**config.mk**
```make
export PLATFORM = sky130hd
export DESIGN_NAME = coreControl
export DESIGN_NICKNAME = d
export VERILOG_FILES = /design/src/coreTypesPkg.sv /design/src/coreControl.sv
export SDC_FILE = /design/constraint.sdc
export NUM_CORES = 1
export LEC_CHECK = 0
export BUFFER_PORTS_ARGS = -buffer_cell sky130_fd_sc_hd__buf_4
export CAP_MARGIN = 10
export CORE_ASPECT_RATIO = 0.6
export CORE_MARGIN = 4
export CORE_UTILIZATION = 45
export CTS_CLUSTER_DIAMETER = 200
export CTS_CLUSTER_SIZE = 24
export DETAILED_ROUTE_END_ITERATION = 7
export GPL_ROUTABILITY_DRIVEN = 0
export GPL_TIMING_DRIVEN = 0
export PLACE_DENSITY = 0.66
export SLEW_MARGIN = 5
export SYNTH_ARGS = -nofsm -noshare
export SYNTH_HDL_FRONTEND = slang
export SYNTH_SLANG_ARGS = --single-unit
export TNS_END_PERCENT = 30
```
**constraint.sdc**
```tcl
create_clock -name clock_i -period 3.2 [get_ports clock_i]
set_clock_uncertainty 0.2 [all_clocks]
set_input_delay 0.16 -clock clock_i [delete_from_list [all_inputs] [get_ports clock_i]]
set_output_delay 0.16 -clock clock_i [all_outputs]
set_load 0.005 [all_outputs]
```
**src/coreTypesPkg.sv**
```systemverilog
package coreTypesPkg;

	////////////////////
	// datapath widths
	////////////////////

	// one data word
	localparam int DataWidth = 16;
	localparam int RegCount = 32;
	localparam int RegAddrWidth = 5;

	// two instructions make one bundle
	localparam int InstrWidth = 32;
	localparam int BundleWidth = 2 * InstrWidth;

	// cacheline geometry
	localparam int LineBytes = 32;
	localparam int LineWidth = LineBytes * 8;
	localparam int BundlesPerLine = LineWidth / BundleWidth;

	// byte address, bundles are 8 bytes apart
	localparam int PcWidth = 16;

	// sign extended up to DataWidth
	localparam int ImmWidth = 14;

	////////////////////
	// opcodes
	////////////////////

	// anything not listed here behaves as a nop
	localparam logic [6:0] OpNop = 7'd0;
	localparam logic [6:0] OpAdd = 7'd1;
	localparam logic [6:0] OpSub = 7'd2;
	localparam logic [6:0] OpAnd = 7'd3;
	localparam logic [6:0] OpOr = 7'd4;
	localparam logic [6:0] OpXor = 7'd5;
	localparam logic [6:0] OpBeqz = 7'd6;
	localparam logic [6:0] OpHalt = 7'd7;

	// instruction word, format bit picks the view
	// 0 selects reg-reg, 1 selects reg-imm
	typedef union packed {
		struct packed {
			logic [6:0] opcode;
			logic format;
			logic [RegAddrWidth-1:0] rd;
			logic [RegAddrWidth-1:0] rs1;
			logic [RegAddrWidth-1:0] rs2;
			logic [8:0] spare;
		} regReg;
		struct packed {
			logic [6:0] opcode;
			logic format;
			logic [RegAddrWidth-1:0] rd;
			logic [RegAddrWidth-1:0] rs1;
			logic [ImmWidth-1:0] imm;
		} regImm;
	} instrWord_u;

endpackage

```
**src/coreControl.sv**
```systemverilog
`timescale 1ns/1ps

module coreControl #(
	parameter int CreditCount = 4
) (
	input  logic clock_i,
	input  logic reset_i,
	input  logic run_i,
	input  logic creditReturn_i,
	input  logic bundleValid_i,
	input  logic branchTaken_i,
	input  logic [coreTypesPkg::PcWidth-1:0] branchTarget_i,
	input  logic haltSeen_i,
	output logic fetchValid_o,
	output logic [coreTypesPkg::PcWidth-1:0] fetchPc_o,
	output logic squash_o,
	output logic halted_o
);
	// spare top bit, an overrun shows up instead of wrapping
	localparam int CreditWidth = $clog2(CreditCount + 1) + 1;
	localparam logic [coreTypesPkg::PcWidth-1:0] BundleStep = 8;

	logic [coreTypesPkg::PcWidth-1:0] pc;
	logic [coreTypesPkg::PcWidth-1:0] fetchSource;
	logic [CreditWidth-1:0] credits;
	logic halted;
	logic branchRedirect;
	logic haltNow;
	logic fetchGo;
	logic creditRestore;

	////////////////////
	// redirect
	////////////////////

	// lane b result seen while its bundle is in decode
	assign branchRedirect = bundleValid_i && branchTaken_i;
	assign haltNow = bundleValid_i && haltSeen_i;

	// the bundle behind it is still in fetch, kill it
	assign squash_o = branchRedirect || haltNow;

	// that bundle held a credit only if it was really fetched
	assign creditRestore = squash_o && fetchValid_o;

	////////////////////
	// fetch
	////////////////////

	// no new fetch once a halt is decoded
	assign fetchGo = run_i && !halted && !haltNow && (credits != '0);
	assign fetchSource = branchRedirect ? branchTarget_i : pc;
	assign halted_o = halted;

	always_ff @(posedge clock_i)
	begin
		if (reset_i)
		begin
			pc <= '0;
			fetchPc_o <= '0;
			fetchValid_o <= 1'b0;
			credits <= CreditWidth'(CreditCount);
			halted <= 1'b0;
		end
		else
		begin
			// take one per fetch, give back squashed and returned ones
			credits <= credits - CreditWidth'(fetchGo) + CreditWidth'(creditRestore)
				+ CreditWidth'(creditReturn_i);
			fetchValid_o <= fetchGo;
			if (haltNow)
				halted <= 1'b1;
			if (fetchGo)
			begin
				// target goes straight out on a taken branch
				fetchPc_o <= fetchSource;
				pc <= fetchSource + BundleStep;
			end
			else if (branchRedirect)
				pc <= branchTarget_i;
		end
	end

	// the consumer must never hand back more than it was given
	creditBound: assert property (@(posedge clock_i) disable iff (reset_i)
		credits <= CreditWidth'(CreditCount));

endmodule

```
==> reports/qor.yml, run 1 <==
grt_max_degree: 14
crit_chain: "inv_1 -> ha_1 -> or3b_1 -> and3_1 -> buf_2 -> nand2b_1 -> nand2_1 -> fa_1 -> fa_1 -> xnor2_1 -> nand2b_1"
worstHoldStart: "run_i"
vias: 1615
antenna_found_initial: 0
h-tree-depth: 2
cts_buffers: 5
wl_per_cell_um: 15.5
rr_startpoint: "credits[2]"
drc: 0
grt_pass1_vias: 1511
crit_fanout: 9
avgSynthCellArea_um2: 9.04
diodes: 0
fmax_mhz: 337
tightest_slew_ns: 0.560
ys_warn_count: 0
dp_hpwl_um: 3440
via_per_inst: 5.31
peakVddDrop_v: 0.000303
p_leak_nw: 1.03
multi_input_area_um2: 997
ant_nets: 0
grt_pass1_wl_um: 7680
clk_latency_ns: 0.30
clk_pin_slew_ns: 0.08
worst-setup-path-type: "register to register"
cts_buffer_depth: 2
ys_seq_area_share_pct: 41.2
syn_inst: 204
maxCapViolCount: 0
yosysTopAreaCell: "dfxtp_1"
setup_viol: 0
cts_setup_buffers: 0
final_core_util_pct: 62.8
drtIter0Drc: 117
drtPass1Iterations: 4
rsz0062_at_grt: "false"
syn_to_final_growth_pct: 29.6
hold_viol_final: 0
min_path_type: "input port to register"
synthTopCellsByArea: "dfxtp_1 41%, mux2i_1 7.1%, nor2_1 6.9%"
fin_tns_setup_ns: 0
whs_ns: 0.0438
syn_area_um2: 1840
dieHeight_um: 57.6
synth_edf_count: 0
status: "complete, no violations"
crit_path_top_delay_cell: "fa_1"
critical_path_required_ns: 3.19
async_reset_ff_share_pct: 0
fin_crit_ns: 2.97
rows: 17
cts-root-buf: "clkbuf_8"
overflow: 0
nNetsFinal: 285
cp.buffers_inverters: 2
core_area_um2: 3810
critPathTopFamily: "adder cells"
drive_gt1_share_pct: 23.7
io_buffer_count: 40
start_util_pct: 48.4
synth-main-ff-cell: "dfxtp_1"
worstSetupStartpoint: "credits[2]"
slew_headroom_pct: 62.7
clock_sinks: 38
slowest_delay_ns: 0.46
regArea_um2: 761
io-pin-count: 42
cts_tree: "built"
fill_cells: 346
fin_crit_sh_pct: 92.7
dieArea_um2: 5220
synth_top_area_share_pct: 41.2
endpoint_kind: "register"
ys_types: 39
start_kind: "register"
track_usage_pct: 18.8
syn_nets: 233
drv_slew: 0
synth_seq_cells: 38
die_w_um: 90.6
arrival_ns: 2.96
p_per_area_nw_per_um2: 601
routed_wirelength_um: 4700
==> sequential cells by signal, indices dropped and copies added, names as in the netlist <==
register and flops:
fetchPc_o 16, pc 16, credits 4, fetchValid_o 1, halted_o 1
==> cell families (layout without fill, tap and decap cells) <==
family          count (synthesis)  in the layout  share of synthesized area [%]
simple gates                   88             88                           23.8
xor+xnor                        6              6                           2.85
mux                            17             17                           9.84
buf+inv                        16             69                           4.68
flops                          38             38                           41.2
fa+ha+maj                       6              6                           4.88
compound gates                 33             33                           12.7
==> cell type report <==
cell class	instances	area share (%)
well taps	47	2.46
inverters	4	0.628
flip-flops and latches	38	31.8
repair buffers	45	14.7
multi-input cells	150	41.7
clock inverters	3	2.88
plain buffers	12	2.98
clock buffers	5	2.88
==> path summary, 6_finish.rpt <==
check	end	slack, ns	depth (start not counted)
max	credits[2]	0.23	11
min	fetchValid_o	0.04	3
max reg2reg	credits[2]	0.23	11
min reg2reg	pc[1]	0.30	2
==> repair_timing <==
| item | in CTS | in global routing |
|---|---|---|
| resized for setup | 0 | 0 |
| endpoints found under the hold margin | 4 | 0 |
| hold buffers | 5 | 0 |
| setup endpoints to repair | 0 | 0 |
==> through the flow <==
| stage | instances | power, mW | setup WS, ns | cell area (um2) |
|---|---|---|---|---|
| 4_1_cts | 304 | 1.44 | 0.215 | 2390 |
| 5_1_grt | 304 | 1.52 | 0.00944 | 2390 |
| 3_3_place_gp | 291 | 0.938 | 0.243 | 2200 |
| 2_1_floorplan | 204 | 0.811 | 0.507 | 1840 |
| 3_5_place_dp | 291 | 0.943 | 0.241 | 2200 |
| 6_report | 304 | 1.44 | 0.233 | 2390 |
==> worst reg2reg max path: stages, from the launching register on <==
cell and delay (ns):
dfxtp_1 0.30, inv_1 0.08, ha_1 0.16, or3b_1 0.40, and3_1 0.19, buf_2 0.18, nand2b_1 0.17, nand2_1 0.10
fa_1 0.46, fa_1 0.40, xnor2_1 0.15, nand2b_1 0.07
==> synth_stat cells (all sizes together) (4+ instances only) <==
master,number
dfxtp,38
nor2,34
a211oi,16
nand2,16
mux2i,14
nor3,8
buf,7
nand3,7
nand4,7
clkbuf,5
xnor2,5
a21oi,4
ha,4
inv,4
nor2b,4
o21a,4
==> where the power goes <==
group          switching, mW  internal (mW)  total (mW)  leakage (nW)
logic                  0.189          0.183       0.373         0.647
clock network          0.184          0.312       0.496        0.0683
registers             0.0322          0.535       0.567         0.313
total                  0.405           1.03        1.44          1.03
==> routing by layer <==
layer | vias to the layer above | wire length, um | GRT usage (%)
met5 | - | 0 | 0
li1 | 829 | - | -
met1 | 718 | 2540 | 28.6
met3 | 7 | 399 | 5.93
met2 | 61 | 1700 | 24.8
met4 | 0 | 59 | 5.88
==> layout by cell type, fill, tap and decap left out, drive strengths merged <==
| cell type | n |
|---|---|
| xor2 | 1 |
| buf | 47 |
| a211oi | 16 |
| o31a | 1 |
| and2 | 2 |
| and4 | 3 |
| nand2b | 3 |
| o21ai | 3 |
| dlygate4sd3 | 5 |
| fa | 2 |
| clkbuf | 10 |
| nand4b | 1 |
| nand2 | 16 |
| nand4 | 7 |
| a31oi | 2 |
| clkinv | 1 |
| or3b | 1 |
| inv | 4 |
| nor3 | 8 |
| bufinv | 2 |
| nand3 | 7 |
| dfxtp | 38 |
| a211o | 1 |
| xnor2 | 5 |
| and3 | 1 |
| nor2 | 34 |
| a21oi | 4 |
| ha | 4 |
| nor2b | 4 |
| mux2 | 3 |
| nor4 | 1 |
| mux2i | 14 |
| o21a | 4 |
| a21o | 2 |
Note: power is estimated with default switching activity, not from simulation.
==> inputs of run 2 (changes only) <==
--- a/config.mk
+++ b/config.mk
@@ -15,7 +15,7 @@
 export DETAILED_ROUTE_END_ITERATION = 7
 export GPL_ROUTABILITY_DRIVEN = 0
 export GPL_TIMING_DRIVEN = 0
-export PLACE_DENSITY = 0.66
+export PLACE_DENSITY = 0.65
 export SLEW_MARGIN = 5
 export SYNTH_ARGS = -nofsm -noshare
 export SYNTH_HDL_FRONTEND = slang
==> constraint.sdc (replaced) <==
create_clock -name clock_i -period 3.2 [get_ports clock_i]
set_clock_uncertainty 0.2 [all_clocks]
set_input_delay 0.32 -clock clock_i [delete_from_list [all_inputs] [get_ports clock_i]]
set_output_delay 0.32 -clock clock_i [all_outputs]
set_load 0.005 [all_outputs]
==> run 2 against run 1 <==
Effect of this change:
- non-clock buffer count is 5 lower
- largest cell class unchanged
- wire length is 2.3% lower
- hold slack better by 0.039 ns
- combinational power is 2% lower
- largest power group unchanged
- global-route usage is 0.073 points lower
- design area is 1.9% lower
- die area stayed put
- utilization is 1.2 points lower
- first-iteration DRC count is 44% lower
- total power is 0.13% higher
==> reports/qor.yml, run 2 (same netlist as run 1, synthesis figures left out) <==
status: "complete, no violations"
rr_worst_depth: 11
cts_buffer_depth: 2
h-tree-depth: 2
arrival_ns: 2.88
r2r_slack_ns: 0.30
io-pin-count: 42
grt_pass1_vias: 1518
critical_path_required_ns: 3.18
start_kind: "register"
whs_ns: 0.0828
grt_max_degree: 13
io_buffer_count: 40
wl_per_cell_um: 15.4
peakVddDrop_v: 0.000309
placed_area_um2: 2200
crit_fanout: 9
grt_pass1_wl_um: 7730
clk_pin_slew_ns: 0.07
worstHoldStart: "branchTarget_i[0]"
rr_endpoint: "credits[2]"
dieArea_um2: 5220
vias: 1595
drc: 0
diodes: 0
hold_buffers: 0
endpoint_kind: "register"
fmax_mhz: 345
clock_sinks: 38
hold_viol_final: 0
cts-root-buf: "clkbuf_8"
drtPass1Iterations: 4
final_common_cell: "buf_4"
rsz0062_at_grt: "false"
drive_gt1_share_pct: 24.2
min_delay_worst_endpoint: "pc[0]"
cts_buffers: 5
die_w_um: 90.6
routed_wirelength_um: 4590
fill_cells: 345
clk_latency_ns: 0.29
total_power_mw: 1.44
track_usage_pct: 18.8
overflow: 0
antenna_found_initial: 0
drtIter0Drc: 66
holdPathStages: 3
rr_startpoint: "credits[2]"
nNetsFinal: 280
dieHeight_um: 57.6
core_area_um2: 3810
top_regs: "fetchPc_o (16), pc (16), credits (4)"
final_core_util_pct: 61.6
layout_common_cells: "42 x buf_4, 38 x dfxtp_1, 34 x nor2_1"
syn_to_final_growth_pct: 27.2
cts_setup_buffers: 0
p_leak_nw: 1.01
via_per_inst: 5.33
dp_hpwl_um: 3410
rows: 17
start_util_pct: 48.4
slew_headroom_pct: 63.3
tightest_slew_ns: 0.550
setup_viol: 0
fin_crit_ns: 2.90
worst-setup-path-type: "register to register"
drv_slew: 0
cts_resized: 0
min_path_type: "input port to register"
ant_nets: 0
fin_area_um2: 2350
fin_tns_setup_ns: 0
fin_crit_sh_pct: 90.6
maxCapViolCount: 0
cts_tree: "built"
p_per_area_nw_per_um2: 613
==> run 2: power breakdown <==
group | internal [mW] | switching [mW]
sequential | 0.535 | 0.0308
clock | 0.333 | 0.174
combinational | 0.179 | 0.186
total | 1.05 | 0.391
==> run 2: metal layers <==
metal	GRT usage (%)	wire (um)	part of all wire, %
met5	0	0	0
met4	5.45	43	0.94
met3	5.93	328	7.1
met2	24.8	1730	38
met1	28.6	2490	54
==> run 2: worst max-delay path by stage <==
stage,startpoint,end,slack [ns],cells after the start
6_report,credits[2],credits[2],0.30,11
5_1_grt,credits[2],credits[2],0.09,11
4_1_cts,credits[2],credits[2],0.29,11
3_5_place_dp,credits[2],credits[2],0.31,11
3_3_place_gp,credits[2],credits[2],0.31,11
2_1_floorplan,credits[2],credits[2],0.51,11
==> run 2: stage by stage <==
stage,cells,setup WS [ns]
4_1_cts,299,0.290
6_report,299,0.299
5_1_grt,299,0.0883
2_1_floorplan,204,0.507
3_5_place_dp,291,0.314
3_3_place_gp,291,0.308
==> run 2: critical path, cell delays in order, from the launching register on <==
cell      delay (ns)
dfxtp_1         0.31
inv_1           0.07
ha_1            0.14
or3b_1          0.39
and3_1          0.19
buf_2           0.18
nand2b_1        0.16
nand2_1         0.09
fa_1            0.44
fa_1            0.39
xnor2_1         0.15
nand2b_1        0.07
==> run 2: cell type report <==
class	count	area, um2	share of cell area (%)
Clock buffer	6	82.6	3.52
Timing Repair Buffer	40	300	12.8
Tap cell	47	58.8	2.51
Inverter	4	15.0	0.640
Multi-Input combinational cell	150	997	42.5
Buffer	12	71.3	3.04
Sequential cell	38	761	32.4
Clock inverter	2	60.1	2.56
==> inputs of run 3 (changes only) <==
==> constraint.sdc (replaced) <==
create_clock -name clock_i -period 2.9 [get_ports clock_i]
set_clock_uncertainty 0.2 [all_clocks]
set_input_delay 0.29 -clock clock_i [delete_from_list [all_inputs] [get_ports clock_i]]
set_output_delay 0.29 -clock clock_i [all_outputs]
set_load 0.005 [all_outputs]
==> run 3 against run 2 <==
Effect of this change:
- design area rose by 0.75%
- wire length rose by 0.52%
- utilization rose by 0.46 points
- count of clock-buffer cells in the layout did not move
- total power rose by 11%
- critical endpoint is now credits[1]
- largest cell class unchanged
==> reports/qor.yml, run 3 (same netlist as run 1, synthesis figures left out) <==
status: "complete, no violations"
rsz0062_at_grt: "false"
fin_tns_setup_ns: 0
h-tree-depth: 2
tightest_slew_ns: 0.566
syn_to_final_growth_pct: 28.2
p_leak_nw: 1.01
holdPathStages: 3
cts_tree: "built"
drv_slew: 0
fmax_mhz: 369
start_util_pct: 48.4
endpoint_kind: "register"
total_power_mw: 1.60
fill_cells: 342
fin_area_um2: 2360
track_usage_pct: 18.8
clk_pin_slew_ns: 0.08
grt_max_degree: 13
overflow: 0
grt_pass1_vias: 1520
hold_viol_final: 0
min_path_type: "input port to register"
dieHeight_um: 57.6
rr_startpoint: "credits[2]"
slowest_delay_ns: 0.52
clk_latency_ns: 0.29
fin_crit_sh_pct: 93.4
critical_path_required_ns: 2.93
whs_ns: 0.0514
worstSetupStartpoint: "credits[2]"
rr_worst_depth: 10
placed_area_um2: 2200
worst-setup-path-type: "register to register"
drtPass1Iterations: 4
drtIter0Drc: 66
top_regs: "fetchPc_o (16), pc (16), credits (4)"
wl_per_cell_um: 15.4
io-pin-count: 42
via_per_inst: 5.28
peakVddDrop_v: 0.000342
die_w_um: 90.6
slew_headroom_pct: 62.3
rows: 17
cts_buffer_depth: 2
maxCapViolCount: 0
rr_endpoint: "credits[1]"
core_area_um2: 3810
diodes: 0
cts-root-buf: "clkbuf_8"
hold_buffers: 0
clock_sinks: 38
grt_pass1_wl_um: 7760
crit_fanout: 9
antenna_found_initial: 0
layout_common_cells: "43 x buf_4, 38 x dfxtp_1, 34 x nor2_1"
cts_buffers: 5
fin_crit_ns: 2.71
ant_nets: 0
vias: 1580
cp_num_cells: 10
crit_top_cell: "fa_2"
arrival_ns: 2.74
routed_wirelength_um: 4610
final_common_cell: "buf_4"
io_buffer_count: 40
drive_gt1_share_pct: 25.8
setup_viol: 0
start_kind: "register"
min_delay_worst_endpoint: "pc[0]"
dieArea_um2: 5220
critPathTopFamily: "adder cells"
r2r_slack_ns: 0.19
p_per_area_nw_per_um2: 678
crit_path_top_delay_cell: "fa_2"
cts_setup_buffers: 0
nNetsFinal: 280
dp_hpwl_um: 3410
crit_chain: "inv_1 -> ha_1 -> or3b_4 -> and3_1 -> buf_4 -> nand2b_4 -> nand2_1 -> fa_2 -> fa_2 -> nor2b_1"
drc: 0
cp.buffers_inverters: 2
worstHoldStart: "branchTarget_i[0]"
==> run 3: cell counts in the layout (fill, tap and decap cells not counted) <==
Identical to the previous run, type by type.
==> run 3: timing repair <==
action | CTS | global route
resized for setup | 1 | 5
gates cloned | 0 | 0
setup endpoints to repair | 1 | 3
==> run 3: stage by stage <==
step / setup slack, ns / std cells / util, %
global route: 0.0217 / 299 / 62.1
floorplan: 0.207 / 204 / -
global placement: 0.00791 / 291 / 57.9
finish: 0.191 / 299 / 62.1
CTS: 0.0669 / 299 / 61.8
detailed placement: 0.0141 / 291 / 57.9
==> run 3: how the worst max path moves through the flow <==
stage	slack (ns)	to
floorplan	0.21	credits[2]
global placement	0.008	credits[2]
detailed placement	0.01	credits[2]
CTS	0.07	credits[2]
global route	0.02	credits[1]
finish	0.19	credits[1]
==> run 3: routing by layer <==
metal  track usage [%]  wire length, um  vias up
met5                 0                0        -
met3              5.93              372        4
met4              5.45               27        0
met1              28.7             2470      704
met2              24.8             1740       49
li1                  -                -      823
==> run 3: worst register-to-register path: stages (launching register included) <==
cell      delay [ns]
dfxtp_1         0.31
inv_1           0.07
ha_1            0.14
or3b_4          0.39
and3_1          0.19
buf_4           0.18
nand2b_4        0.09
nand2_1         0.07
fa_2            0.38
fa_2            0.52
nor2b_1         0.12
==> run 3: layout make-up <==
cell class	instances	area [um2]	area share (%)
tap	47	58.8	2.49
clock inverter	2	60.1	2.54
timing repair buffer	40	300	12.7
multi-input combinational	150	1010	42.8
inverter	4	15.0	0.635
sequential	38	761	32.2
clock buffer	6	82.6	3.49
buffer	12	73.8	3.12
==> run 3: power breakdown <==
group,internal [mW],switching [mW],leakage (nW)
Sequential,0.590,0.0349,0.313
Clock,0.367,0.195,0.0714
Combinational,0.207,0.208,0.630
